**config.mk**
```make
export PLATFORM = sky130hd
export DESIGN_NAME = decodeStage
export DESIGN_NICKNAME = d
export VERILOG_FILES = /design/src/logic/decodePkg.sv /design/src/logic/decodeStage.sv /design/src/logic/uopAssemble.sv /design/src/logic/mduSplitter.sv /design/src/logic/uopClassifier.sv /design/src/logic/instFields.sv
export SDC_FILE = /design/constraint.sdc
export NUM_CORES = 1
export LEC_CHECK = 0
export BUFFER_PORTS_ARGS = -buffer_cell sky130_fd_sc_hd__clkbuf_2
export CAP_MARGIN = 20
export CELL_PAD_IN_SITES_DETAIL_PLACEMENT = 1
export CELL_PAD_IN_SITES_GLOBAL_PLACEMENT = 1
export CORE_MARGIN = 3
export CORE_UTILIZATION = 34
export DETAILED_ROUTE_END_ITERATION = 10
export PLACE_DENSITY_LB_ADDON = 0.1
export SKIP_CTS_REPAIR_TIMING = 1
export SYNTH_ARGS = -nofsm -noshare
export SYNTH_HDL_FRONTEND = slang
export SYNTH_SLANG_ARGS = --single-unit
```
**constraint.sdc**
```tcl
create_clock -name clk -period 3.55 [get_ports clk]
set_input_delay 0.5325 -clock clk [delete_from_list [all_inputs] [get_ports clk]]
set_output_delay 0.5325 -clock clk [all_outputs]
set_load 0.005 [all_outputs]
```
**src/logic/decodePkg.sv**
```systemverilog
package decodePkg;

    typedef logic [31:0] word_t;
    typedef logic [5:0]  regAddr_t;   // 0..31 gpr, 32 hi, 33 lo

    localparam regAddr_t regHi   = 6'd32;
    localparam regAddr_t regLo   = 6'd33;
    localparam regAddr_t regLink = 6'd31;

    typedef enum logic [6:0] {
        nopU, reservedU,
        addU, adduU, addiU, addiuU, subU, subuU, sltU, sltuU, sltiU, sltiuU,
        andU, andiU, orU, oriU, xorU, xoriU, norU, luiU,
        sllU, sllvU, sraU, sravU, srlU, srlvU,
        beqU, bneU, bgezU, bgtzU, blezU, bltzU, bgezalU, bltzalU,
        jU, jalU, jrU, jalrU,
        mfhiU, mfloU, mthiU, mtloU,
        multHi, multLo, multuHi, multuLo, divHi, divLo, divuHi, divuLo,
        lbU, lhU, lbuU, lhuU, lwU, sbU, shU, swU,
        syscallU, breakU
    } uopKind_e;

    typedef enum logic [1:0] {unitAlu, unitMdu, unitLsu} unit_e;

    typedef enum logic [2:0] {
        aluArith, aluLogic, aluShift, aluBranch, aluMove, aluMisc
    } aluType_e;

    typedef enum logic [1:0] {brNone, brCond, brJump, brReg} branchType_e;

    typedef enum logic [2:0] {
        excNone, excSysCall, excBreak, excReserved, excFetchAddr
    } excCode_e;

    typedef enum logic [2:0] {
        selNone, selRs, selRt, selRd, selHi, selLo, selLink
    } opSel_e;

    typedef enum logic [1:0] {immSigned, immZero, immShamt, immUpper} immSel_e;

    typedef struct packed {
        logic  valid;
        word_t pc;
        word_t inst;
        logic  jBadAddr;
        word_t predAddr;   // only reported as bad address
    } instBundle_t;

    typedef struct packed {
        logic        valid;
        uopKind_e    kind;
        unit_e       unit;
        aluType_e    aluType;
        regAddr_t    op0Addr;
        regAddr_t    op1Addr;
        regAddr_t    dstAddr;
        logic        op0re;
        logic        op1re;
        logic        dstwe;
        word_t       imm;
        branchType_e branchType;
        word_t       branchAddr;
        word_t       pc;
        logic        causeExc;
        excCode_e    exception;
        word_t       badVAddr;
    } uop_t;

    // operand part of a micro-op, shared by the template path and the mdu pair
    typedef struct packed {
        uopKind_e kind;
        unit_e    unit;
        aluType_e aluType;
        regAddr_t op0Addr;
        regAddr_t op1Addr;
        regAddr_t dstAddr;
        logic     op0re;
        logic     op1re;
        logic     dstwe;
    } uopBody_t;

    typedef uopBody_t [1:0] mduPair_t;   // [0] hi, [1] lo

    typedef struct packed {
        regAddr_t rs;
        regAddr_t rt;
        regAddr_t rd;
        word_t    immSigned;
        word_t    immZero;
        word_t    immShamt;
        word_t    immUpper;
        word_t    brTarget;
        word_t    jTarget;
    } instFields_t;

    typedef struct packed {
        uopKind_e    kind;
        unit_e       unit;
        aluType_e    aluType;
        opSel_e      op0Sel;
        opSel_e      op1Sel;
        opSel_e      dstSel;
        logic        op0re;
        logic        op1re;
        logic        dstwe;
        immSel_e     immSel;
        branchType_e branchType;
        logic        isMdu;
        logic        isNop;
        excCode_e    exception;
    } uopTemplate_t;

endpackage
```
**src/logic/decodeStage.sv**
```systemverilog
`timescale 1ns/1ps

module decodeStage
    import decodePkg::*;
(
    input  logic        clk,
    input  logic        rstN,
    input  instBundle_t inst,
    output uop_t        uop0,
    output uop_t        uop1
);
    instFields_t  fields;
    uopTemplate_t tmpl;
    mduPair_t     mduPair;

    instFields fieldSplit (
        .inst   (inst),
        .fields (fields)
    );

    uopClassifier classifier (
        .instWord (inst.inst),
        .tmpl     (tmpl)
    );

    mduSplitter splitter (
        .tmpl     (tmpl),
        .instWord (inst.inst),
        .fields   (fields),
        .mduPair  (mduPair)
    );

    uopAssemble assembler (   // only registered stage
        .clk     (clk),
        .rstN    (rstN),
        .inst    (inst),
        .fields  (fields),
        .tmpl    (tmpl),
        .mduPair (mduPair),
        .uop0    (uop0),
        .uop1    (uop1)
    );

endmodule

```
**src/logic/uopAssemble.sv**
```systemverilog
`timescale 1ns/1ps

module uopAssemble
    import decodePkg::*;
(
    input  logic         clk,
    input  logic         rstN,
    input  instBundle_t  inst,
    input  instFields_t  fields,
    input  uopTemplate_t tmpl,
    input  mduPair_t     mduPair,
    output uop_t         uop0,
    output uop_t         uop1
);
    uopBody_t tmplBody;
    uop_t     nxt0;
    uop_t     nxt1;

    function automatic regAddr_t pick(opSel_e s, instFields_t f);
        case (s)
            selRs:   return f.rs;
            selRt:   return f.rt;
            selRd:   return f.rd;
            selHi:   return regHi;
            selLo:   return regLo;
            selLink: return regLink;
            default: return '0;
        endcase
    endfunction

    function automatic uop_t withBody(uop_t u, uopBody_t b);
        uop_t r;
        r         = u;
        r.kind    = b.kind;
        r.unit    = b.unit;
        r.aluType = b.aluType;
        r.op0Addr = b.op0Addr;
        r.op1Addr = b.op1Addr;
        r.dstAddr = b.dstAddr;
        r.op0re   = b.op0re;
        r.op1re   = b.op1re;
        r.dstwe   = b.dstwe;
        return r;
    endfunction

    always_comb begin
        tmplBody.kind    = tmpl.kind;
        tmplBody.unit    = tmpl.unit;
        tmplBody.aluType = tmpl.aluType;
        tmplBody.op0Addr = pick(tmpl.op0Sel, fields);
        tmplBody.op1Addr = pick(tmpl.op1Sel, fields);
        tmplBody.dstAddr = pick(tmpl.dstSel, fields);
        tmplBody.op0re   = tmpl.op0re;
        tmplBody.op1re   = tmpl.op1re;
        tmplBody.dstwe   = tmpl.dstwe;
    end

    always_comb begin
        nxt0 = '0;
        nxt1 = '0;
        nxt0 = withBody(nxt0, tmpl.isMdu ? mduPair[0] : tmplBody);
        if (tmpl.isMdu) begin
            nxt1 = withBody(nxt1, mduPair[1]);
        end
        case (tmpl.immSel)
            immZero:  nxt0.imm = fields.immZero;
            immShamt: nxt0.imm = fields.immShamt;
            immUpper: nxt0.imm = fields.immUpper;
            default:  nxt0.imm = fields.immSigned;
        endcase
        nxt0.branchType = tmpl.branchType;
        case (tmpl.branchType)
            brCond:  nxt0.branchAddr = fields.brTarget;
            brJump:  nxt0.branchAddr = fields.jTarget;
            default: nxt0.branchAddr = '0;   // jr target comes from rs
        endcase
        nxt0.pc        = inst.pc;
        nxt1.pc        = inst.pc;
        nxt0.causeExc  = (tmpl.exception != excNone);
        nxt0.exception = tmpl.exception;
        nxt0.valid     = inst.valid && (!tmpl.isNop || inst.jBadAddr);
        nxt1.valid     = inst.valid && tmpl.isMdu;
        if (inst.jBadAddr) begin   // fetch error beats any decode exception
            nxt0.causeExc  = 1'b1;
            nxt0.exception = excFetchAddr;
            nxt0.badVAddr  = inst.predAddr;
        end
    end

    always_ff @(posedge clk) begin
        if (!rstN) begin
            uop0 <= '0;
            uop1 <= '0;
        end else begin
            uop0 <= nxt0;
            uop1 <= nxt1;
        end
    end

endmodule

```
**src/logic/mduSplitter.sv**
```systemverilog
`timescale 1ns/1ps

module mduSplitter
    import decodePkg::*;
(
    input  uopTemplate_t tmpl,
    input  word_t        instWord,
    input  instFields_t  fields,
    output mduPair_t     mduPair
);
    logic     isMul;
    uopKind_e loKind;

    assign isMul = (instWord[31:26] == 6'b011100);   // special2 opcode

    always_comb begin
        case (tmpl.kind)
            multuHi: loKind = multuLo;
            divHi:   loKind = divLo;
            divuHi:  loKind = divuLo;
            default: loKind = multLo;
        endcase
    end

    always_comb begin
        mduPair = '0;
        for (int i = 0; i < 2; i++) begin
            mduPair[i].unit    = unitMdu;
            mduPair[i].aluType = tmpl.aluType;
            mduPair[i].op0Addr = fields.rs;
            mduPair[i].op1Addr = fields.rt;
            mduPair[i].op0re   = tmpl.op0re;
            mduPair[i].op1re   = tmpl.op1re;
        end
        mduPair[0].kind    = tmpl.kind;
        mduPair[0].dstAddr = isMul ? regAddr_t'(0) : regHi;   // mul drops the high word
        mduPair[0].dstwe   = !isMul;
        mduPair[1].kind    = loKind;
        mduPair[1].dstAddr = isMul ? fields.rd : regLo;
        mduPair[1].dstwe   = 1'b1;
    end

endmodule

```
**src/logic/uopClassifier.sv**
```systemverilog
`timescale 1ns/1ps

module uopClassifier
    import decodePkg::*;
(
    input  word_t        instWord,
    output uopTemplate_t tmpl
);

    function automatic uopTemplate_t base(uopKind_e k, unit_e u, aluType_e a, opSel_e s0,
                                          opSel_e s1, opSel_e sd, immSel_e i, branchType_e b);
        uopTemplate_t t;
        t            = '0;
        t.kind       = k;
        t.unit       = u;
        t.aluType    = a;
        t.op0Sel     = s0;
        t.op1Sel     = s1;
        t.dstSel     = sd;
        t.op0re      = (s0 != selNone);
        t.op1re      = (s1 != selNone);
        t.dstwe      = (sd != selNone);
        t.immSel     = i;
        t.branchType = b;
        t.isMdu      = (u == unitMdu);
        t.isNop      = (k == nopU);
        t.exception  = excNone;
        return t;
    endfunction

    function automatic uopTemplate_t aluR(uopKind_e k, aluType_e a);
        return base(k, unitAlu, a, selRs, selRt, selRd, immSigned, brNone);
    endfunction

    function automatic uopTemplate_t aluI(uopKind_e k, aluType_e a, immSel_e i);
        return base(k, unitAlu, a, selRs, selNone, selRt, i, brNone);
    endfunction

    function automatic uopTemplate_t shf(uopKind_e k, opSel_e s1);
        return base(k, unitAlu, aluShift, selRt, s1, selRd, immShamt, brNone);
    endfunction

    function automatic uopTemplate_t brc(uopKind_e k, opSel_e s1, opSel_e sd);
        return base(k, unitAlu, aluBranch, selRs, s1, sd, immSigned, brCond);
    endfunction

    function automatic uopTemplate_t jmp(uopKind_e k, opSel_e s0, opSel_e sd, branchType_e b);
        return base(k, unitAlu, aluBranch, s0, selNone, sd, immSigned, b);
    endfunction

    function automatic uopTemplate_t move(uopKind_e k, opSel_e s0, opSel_e sd);
        return base(k, unitAlu, aluMove, s0, selNone, sd, immSigned, brNone);
    endfunction

    function automatic uopTemplate_t mdu(uopKind_e k);
        return base(k, unitMdu, aluArith, selRs, selRt, selHi, immSigned, brNone);
    endfunction

    function automatic uopTemplate_t lsu(uopKind_e k, opSel_e s1, opSel_e sd);
        return base(k, unitLsu, aluArith, selRs, s1, sd, immSigned, brNone);
    endfunction

    function automatic uopTemplate_t misc(uopKind_e k, excCode_e e);
        uopTemplate_t t;
        t           = base(k, unitAlu, aluMisc, selNone, selNone, selNone, immSigned, brNone);
        t.exception = e;
        return t;
    endfunction

    always_comb begin
        priority casez (instWord)
            32'h0000_0000: tmpl = misc(nopU, excNone);   // must win over sll
            32'b000000_?????_?????_?????_00000_100000: tmpl = aluR(addU, aluArith);
            32'b000000_?????_?????_?????_00000_100001: tmpl = aluR(adduU, aluArith);
            32'b000000_?????_?????_?????_00000_100010: tmpl = aluR(subU, aluArith);
            32'b000000_?????_?????_?????_00000_100011: tmpl = aluR(subuU, aluArith);
            32'b000000_?????_?????_?????_00000_101010: tmpl = aluR(sltU, aluArith);
            32'b000000_?????_?????_?????_00000_101011: tmpl = aluR(sltuU, aluArith);
            32'b000000_?????_?????_?????_00000_100100: tmpl = aluR(andU, aluLogic);
            32'b000000_?????_?????_?????_00000_100101: tmpl = aluR(orU, aluLogic);
            32'b000000_?????_?????_?????_00000_100110: tmpl = aluR(xorU, aluLogic);
            32'b000000_?????_?????_?????_00000_100111: tmpl = aluR(norU, aluLogic);
            32'b001000_?????_?????_????????????????: tmpl = aluI(addiU, aluArith, immSigned);
            32'b001001_?????_?????_????????????????: tmpl = aluI(addiuU, aluArith, immSigned);
            32'b001010_?????_?????_????????????????: tmpl = aluI(sltiU, aluArith, immSigned);
            32'b001011_?????_?????_????????????????: tmpl = aluI(sltiuU, aluArith, immSigned);
            32'b001100_?????_?????_????????????????: tmpl = aluI(andiU, aluLogic, immZero);
            32'b001101_?????_?????_????????????????: tmpl = aluI(oriU, aluLogic, immZero);
            32'b001110_?????_?????_????????????????: tmpl = aluI(xoriU, aluLogic, immZero);
            32'b001111_00000_?????_????????????????:
                tmpl = base(luiU, unitAlu, aluLogic, selNone, selNone, selRt, immUpper, brNone);
            32'b000000_00000_?????_?????_?????_000000: tmpl = shf(sllU, selNone);
            32'b000000_00000_?????_?????_?????_000010: tmpl = shf(srlU, selNone);
            32'b000000_00000_?????_?????_?????_000011: tmpl = shf(sraU, selNone);
            32'b000000_?????_?????_?????_00000_000100: tmpl = shf(sllvU, selRs);
            32'b000000_?????_?????_?????_00000_000110: tmpl = shf(srlvU, selRs);
            32'b000000_?????_?????_?????_00000_000111: tmpl = shf(sravU, selRs);
            32'b000100_?????_?????_????????????????: tmpl = brc(beqU, selRt, selNone);
            32'b000101_?????_?????_????????????????: tmpl = brc(bneU, selRt, selNone);
            32'b000110_?????_00000_????????????????: tmpl = brc(blezU, selNone, selNone);
            32'b000111_?????_00000_????????????????: tmpl = brc(bgtzU, selNone, selNone);
            32'b000001_?????_00000_????????????????: tmpl = brc(bltzU, selNone, selNone);
            32'b000001_?????_00001_????????????????: tmpl = brc(bgezU, selNone, selNone);
            32'b000001_?????_10000_????????????????: tmpl = brc(bltzalU, selNone, selLink);
            32'b000001_?????_10001_????????????????: tmpl = brc(bgezalU, selNone, selLink);
            32'b000010_??????????????????????????: tmpl = jmp(jU, selNone, selNone, brJump);
            32'b000011_??????????????????????????: tmpl = jmp(jalU, selNone, selLink, brJump);
            32'b000000_?????_00000_00000_00000_001000: tmpl = jmp(jrU, selRs, selNone, brReg);
            32'b000000_?????_00000_?????_00000_001001: tmpl = jmp(jalrU, selRs, selRd, brReg);
            32'b000000_00000_00000_?????_00000_010000: tmpl = move(mfhiU, selHi, selRd);
            32'b000000_00000_00000_?????_00000_010010: tmpl = move(mfloU, selLo, selRd);
            32'b000000_?????_00000_00000_00000_010001: tmpl = move(mthiU, selRs, selHi);
            32'b000000_?????_00000_00000_00000_010011: tmpl = move(mtloU, selRs, selLo);
            32'b000000_?????_?????_00000_00000_011000: tmpl = mdu(multHi);
            32'b000000_?????_?????_00000_00000_011001: tmpl = mdu(multuHi);
            32'b000000_?????_?????_00000_00000_011010: tmpl = mdu(divHi);
            32'b000000_?????_?????_00000_00000_011011: tmpl = mdu(divuHi);
            32'b011100_?????_?????_?????_00000_000010: tmpl = mdu(multHi);   // mul, lo to rd
            32'b100000_?????_?????_????????????????: tmpl = lsu(lbU, selNone, selRt);
            32'b100001_?????_?????_????????????????: tmpl = lsu(lhU, selNone, selRt);
            32'b100011_?????_?????_????????????????: tmpl = lsu(lwU, selNone, selRt);
            32'b100100_?????_?????_????????????????: tmpl = lsu(lbuU, selNone, selRt);
            32'b100101_?????_?????_????????????????: tmpl = lsu(lhuU, selNone, selRt);
            32'b101000_?????_?????_????????????????: tmpl = lsu(sbU, selRt, selNone);
            32'b101001_?????_?????_????????????????: tmpl = lsu(shU, selRt, selNone);
            32'b101011_?????_?????_????????????????: tmpl = lsu(swU, selRt, selNone);
            32'b000000_????????????????????_001100: tmpl = misc(syscallU, excSysCall);
            32'b000000_????????????????????_001101: tmpl = misc(breakU, excBreak);
            default: tmpl = misc(reservedU, excReserved);   // incl. cp0 and privileged ops
        endcase
    end

endmodule

```
**src/logic/instFields.sv**
```systemverilog
`timescale 1ns/1ps

module instFields
    import decodePkg::*;
(
    input  instBundle_t inst,
    output instFields_t fields
);
    word_t w;
    word_t brOffset;

    assign w = inst.inst;

    always_comb begin
        fields.rs        = {1'b0, w[25:21]};
        fields.rt        = {1'b0, w[20:16]};
        fields.rd        = {1'b0, w[15:11]};
        fields.immSigned = {{16{w[15]}}, w[15:0]};
        fields.immZero   = {16'h0000, w[15:0]};
        fields.immShamt  = {27'h0, w[10:6]};
        fields.immUpper  = {w[15:0], 16'h0000};
        fields.brTarget  = inst.pc + brOffset;
        fields.jTarget   = {inst.pc[31:28], w[25:0], 2'b00};   // 256MB region of pc
    end

    assign brOffset = {{14{w[15]}}, w[15:0], 2'b00};   // word offset

endmodule

```
==> metrics, run 1 <==
status=completed; hold path depth=2; Main synth FF type=dfxtp_1; synthesized area=9240 µm²; routed vias=8434; Worst-path clk slew=0.09 ns; post-synth top area cell=dfxtp_1; via-per-instance ratio=4.91; final hold violations=0; design area=11600 µm²; vias in the first global route=8571; Root Buffer Master=clkbuf_16; HP Start=inst[89]; H-tree depth=4; Max-Cap Viols=0; asr flop ratio synth=0%; synthesis-stage register bit count=193; Critical Path AT=3.51 ns; Core ar.=26400 µm²; post-synthesis cell count=1032; Fin Hold WS=0.315 ns; fill count=3253; Initial Util=35.0%; end of the worst hold path=assembler.uop0[60]; DRC=0; die extent in x=171 µm; Final WS setup=0.406 ns; antenna violations before repair=1; # setup viols final=0; Hold WC Path Type=in2reg; Port Buffer Count=327; ANT nets after route=0; Layout area overhead=25.8%; DP HPWL=27.3 mm; Netlist cell types=79; antenna cells=0; dpl cell area=11000 µm²; sw power=1.54 mW; sequential element share of the synthesized area=41.8%; internal power=3.54 mW; clk sinks=193; gr ovfl total=0; Yosys warnings=0; largest buffer count on any clock path=2; combinational fraction of design power=14.9%; Rows=59; router iterations before antenna repair=5; Pwr Density=436 nW/µm²; most frequent cells after synthesis=dfxtp_1 (193), buf_4 (144), nor2_1 (78); share of layout cells above drive strength 1=32.4%; largest net degree at the start of global routing=49; Critical Path RT=3.92 ns; RSZ-0062 raised after global routing=false; post-place setup slack=-0.0464 ns; post-synth top area share=41.8%; Total Routing Usage GR=22.6%; Slew headroom=39.4%; TritonCTS buffer count=17; Power, Total=5.07 mW; drt wl/cell=20.1 µm; num ports=436; Die Height=171 µm; most frequent cell after synthesis=dfxtp_1; CTS tree=yes; final net count=1500; fin crit share=88.6%; Crit Path Class=in2reg; Worst Path Max Fanout=3; worst slew pin tran=0.903 ns; routability cong.=0.882; largest cells by area after synthesis=dfxtp_1 (42%), buf_4 (12%), ha_1 (4.2%); Slew Viols, Final=0; clock share of power=40.5%; Max Fclk=318 MHz; Final TNS setup=0 ns; number of flops mapped to enable cells by yosys=0; first-pass GRT wire length=50.6 mm; initial drt markers=470; leakage power of the design=5.94 nW; sequential power share=44.5%; Net Sw Frac=30.3%; die area=29200 µm²; launching element type of the critical path=input port; maximum vdd ir drop=0.313 mV; Final min period=3.14 ns; CP Capture Type=flip-flop; Avg Synthesized Cell Area=8.95 µm²; final WL=34.6 mm
==> critical path: stages <==
cell and delay, ns:
clkbuf_2 0.09, ha_1 0.25, fa_1 0.42, a21o_1 0.17
a21o_1 0.21, a211oi_1 0.36, o31ai_1 0.15, a2111o_1 0.47
a2111oi_0 0.40, o41ai_1 0.17, xnor2_1 0.14, o21ai_0 0.13
==> cells in the final DEF, fill, tap and decap left out, types with 15 or more instances in the layout <==
master     netlist  layout
ha_1            31      31
nand2_1         60      60
and3_1          42      42
inv_1           20      20
nor2_1          78      78
conb_1           1     111
o21ai_0         31      31
nand3_1         15      15
and2_1          60      60
a21o_1          27      27
a21oi_1         54      54
buf_4          144      65
dfxtp_1        193     193
nor3_1          23      23
a22oi_1         20      20
clkbuf_16        0      17
clkbuf_2         0     327
==> worst max path at each step <==
stage              from                 end  slack, ns  cells past startpoint
6_report       inst[33]  assembler.uop0[88]       0.41                     12
3_3_place_gp   inst[33]  assembler.uop0[88]     -0.008                     12
4_1_cts        inst[33]  assembler.uop0[88]       0.40                     12
3_5_place_dp   inst[33]  assembler.uop0[88]      -0.05                     12
5_1_grt        inst[33]  assembler.uop0[88]       0.11                     12
2_1_floorplan  inst[33]  assembler.uop0[88]       0.33                     11
==> power by group through the flow <==
stage	clock network [mW]	registers (mW)	logic, mW
after floorplan	0	2.32	0.514
after global placement	0	2.31	0.744
after detailed placement	0	2.31	0.753
after CTS	2.12	2.26	0.758
after global routing	2.21	2.27	0.839
final	2.06	2.26	0.758
==> state kept, by name, indices dropped and copies added, names as in the netlist <==
register	count
assembler.uop1	27
assembler.uop0	166
==> cell families (layout without fill, tap and decap cells) <==
logic type / count (synthesis) / after routing / synth area share (%)
compound gates: 220 / 220 / 16.1
buf+inv: 213 / 452 / 15.0
simple gates: 346 / 346 / 20.1
xor+xnor: 26 / 26 / 2.47
flops: 193 / 193 / 41.8
mux: 1 / 1 / 0.108
other cells: 1 / 111 / 0.0406
fa+ha+maj: 32 / 32 / 4.42
==> layout make-up <==
class / instances / area, µm² / share of cell area [%]
Clock buffer: 17 / 425 / 3.66
Clock inverter: 15 / 216 / 1.86
Inverter: 24 / 90.1 / 0.775
Multi-Input combinational cell: 736 / 4400 / 37.9
Sequential cell: 193 / 3860 / 33.2
Tap cell: 335 / 419 / 3.61
Timing Repair Buffer: 396 / 2200 / 19.0
==> layer usage <==
metal	global-route usage, %	wire [µm]	vias up
met1	28.4	14400	4075
met3	4.04	2210	35
met4	5.49	625	2
li1	-	-	3992
met5	0	13	-
met2	40.4	17300	330
==> through the flow <==
stage               utilization [%]  cells
finish                         44.1   1716
global placement               41.7   1684
CTS                            44.1   1716
global route                   44.1   1716
detailed placement             41.7   1684
floorplan                         -   1142
No activity file was read; power rests on OpenSTA's default activity.
==> run 2: changes to the inputs <==
ABC_AREA = 1   (was not set)
CORE_UTILIZATION = 33   (was 34)
CTS_CLUSTER_DIAMETER = 50   (was not set)
==> run 2 against run 1 <==
Compared with the run above:
- non-clock buffer count fell by 52
- routed wire length increased by 20%
- critical path depth decreased by 2
- die area rose by 15%
- core utilization down 3.9 points
- first-iteration DRC count shrank 3.4%
- sequential share of layout area shrank 2.0 points
- global-route usage is 1.5 points higher
- synthesized cell count rose by 41%
- count of clock-buffer cells in the layout grew 1
- critical path type unchanged
- critical endpoint is now assembler.uop0[81]
- largest power group unchanged
- highest routed layer is now met4
==> metrics, run 2 <==
asr flop ratio synth=0%; vias in the first global route=10300; die area=33500 µm²; Port Buffer Count=327; Top reg by flops=assembler.uop0; routability cong.=0.958; Yosys warnings=0; post-route insts no fill=2158; Critical Path RT=3.94 ns; via-per-instance ratio=4.65; antenna violations before repair=0; delay-heaviest family, CP=simple AND/OR/NAND/NOR gates; Avg Synthesized Cell Area=7.11 µm²; fin crit share=77.4%; largest net degree at the start of global routing=51; drt wl/cell=19.2 µm; largest buffer count on any clock path=2; launching element type of the critical path=input port; Worst-path clk slew=0.08 ns; Pwr Density=414 nW/µm²; post-synth top area share=37.3%; Critical Path AT=3.14 ns; Die Height=183 µm; antenna cells=0; router iterations before antenna repair=6; Critical Path Most Common Cell=nor3_1; number of flops mapped to enable cells by yosys=0; slowest CP cell=or2_2; DP HPWL=33.7 mm; Initial Util=33.7%; # setup viols final=0; RSZ-0062 raised after global routing=false; largest cells by area after synthesis=dfxtp_1 (37%), buf_4 (11%), nand2_1 (10%); first-pass GRT wire length=62.0 mm; Layout area overhead=19.5%; synthesized area=10300 µm²; Largest register FFs=166; gr ovfl total=0; initial drt markers=454; most frequent cells in the layout=clkbuf_2 (327), nand2_1 (276), nor2_1 (193), dfxtp_1 (193), inv_1 (184); Max-Cap Viols=0; Rows=64; post-synthesis cell count=1455; Root Buffer Master=clkbuf_16; dpl cells=2125; leakage power of the design=6.72 nW; Final TNS setup=0 ns; status=completed; most frequent cell after synthesis=nand2_1; post-synth top area cell=dfxtp_1; Worst Path Max Fanout=30; Largest regs=assembler.uop0: 166 flops, assembler.uop1: 27 flops; Core ar.=30700 µm²; sequential element share of the synthesized area=37.3%; Hold WC Path Type=in2reg; most frequent cells after synthesis=nand2_1 (276), dfxtp_1 (193), nor2_1 (193); die extent in x=183 µm; worst slew pin tran=0.716 ns; Max Fclk=364 MHz; H-tree depth=4; DRC=0; CP Capture Type=flip-flop; CTS tree=yes; Crit Path Class=in2reg; final WL=41.4 mm; share of layout cells above drive strength 1=25.4%; final hold violations=0; Slew headroom=52.0%; commonest non-fill, non-tap cell in the layout=clkbuf_2; Netlist cell types=51; crit-path cells=clkbuf_2, inv_1, nand2_1, nor3_1, o21ai_1, nand4_1, nor3_1, ha_1, or2_2, a21oi_1; maximum vdd ir drop=0.360 mV; Final min period=2.75 ns; routed vias=10000; Slew Viols, Final=0; Total Routing Usage GR=24.2%; WP buf/inv=2; TritonCTS buffer count=17; synthesis-stage register bit count=193; num ports=436; ANT nets after route=0; final net count=1881; slowest cell delay on critical path=0.58 ns; Main synth FF type=dfxtp_1; clk sinks=193
-- run 2: cell types whose count changed after synthesis, sizes merged, moves of 23 or more --
cell | before | now
nor2 | 78 | 218
and3 | 43 | 0
o21ai | 32 | 60
a21oi | 54 | 89
nand2 | 61 | 286
a21o | 27 | 4
inv | 22 | 196
and2 | 60 | 1
nand3 | 15 | 90
-- run 2: area by class of cell --
class | instances | area [µm²]
fillers | 3993 | 18400
multi-input cells | 995 | 4870
flip-flops and latches | 193 | 3860
repair buffers | 344 | 1780
inverters | 198 | 746
well taps | 396 | 495
clock buffers | 18 | 439
clock inverters | 14 | 168
-- run 2: path summary, 6_finish.rpt --
path | from | to | slack [ns] | depth (start not counted)
worst max-delay path | inst[60] | assembler.uop0[81] | 0.80 | 10
worst min-delay path | inst[0] | assembler.uop0[0] | 0.26 | 3
-- run 2: report_power, final --
group | switching (mW) | total, mW | internal, mW
Clock | 0.964 | 2.05 | 1.08
Sequential | 0.0271 | 2.26 | 2.24
Combinational | 0.546 | 0.809 | 0.263
Total | 1.54 | 5.12 | 3.58
-- run 2: metal layers --
layer | track usage, % | vias up | share of wire [%]
met2 | 40.1 | 378 | 46
li1 | - | 4948 | -
met5 | 0 | - | 0
met4 | 7.19 | 0 | 2.5
met3 | 5.69 | 48 | 6.7
met1 | 31.4 | 4658 | 45
-- run 2: cell families (layout without fill, tap and decap cells) --
logic type                 count (synthesis)  count (layout)  synth area share (%)
and+or+nand+nor                          657             657                  28.4
xor gates and xnor gates                   2               2                 0.169
other                                      1             111                0.0362
AOI/OAI and AO/OA                        193             193                  10.6
buffers and inverters                    377             574                  19.6
adders and majority gates                 32              32                  3.94
DFF                                      193             193                  37.3
-- run 2: metrics by stage --
stage / utilization [%] / power, mW / hold WS [ns] / worst slack [ns] / cell area [µm²]
6_report: 40.2 / 5.12 / 0.262 / 0.803 / 12400
5_1_grt: 40.2 / 5.37 / 0.258 / 0.498 / 12400
2_1_floorplan: - / 2.86 / 0.609 / 0.881 / 10800
3_5_place_dp: 38.2 / 3.12 / 0.736 / 0.288 / 11700
3_3_place_gp: 38.2 / 3.12 / 0.737 / 0.424 / 11700
4_1_cts: 40.1 / 5.18 / 0.246 / 0.765 / 12300
-- run 2: tightest hold or removal path, cell delays in order --
cell,delay [ns]
clkbuf_2,0.08
inv_1,0.04
nor2_1,0.03
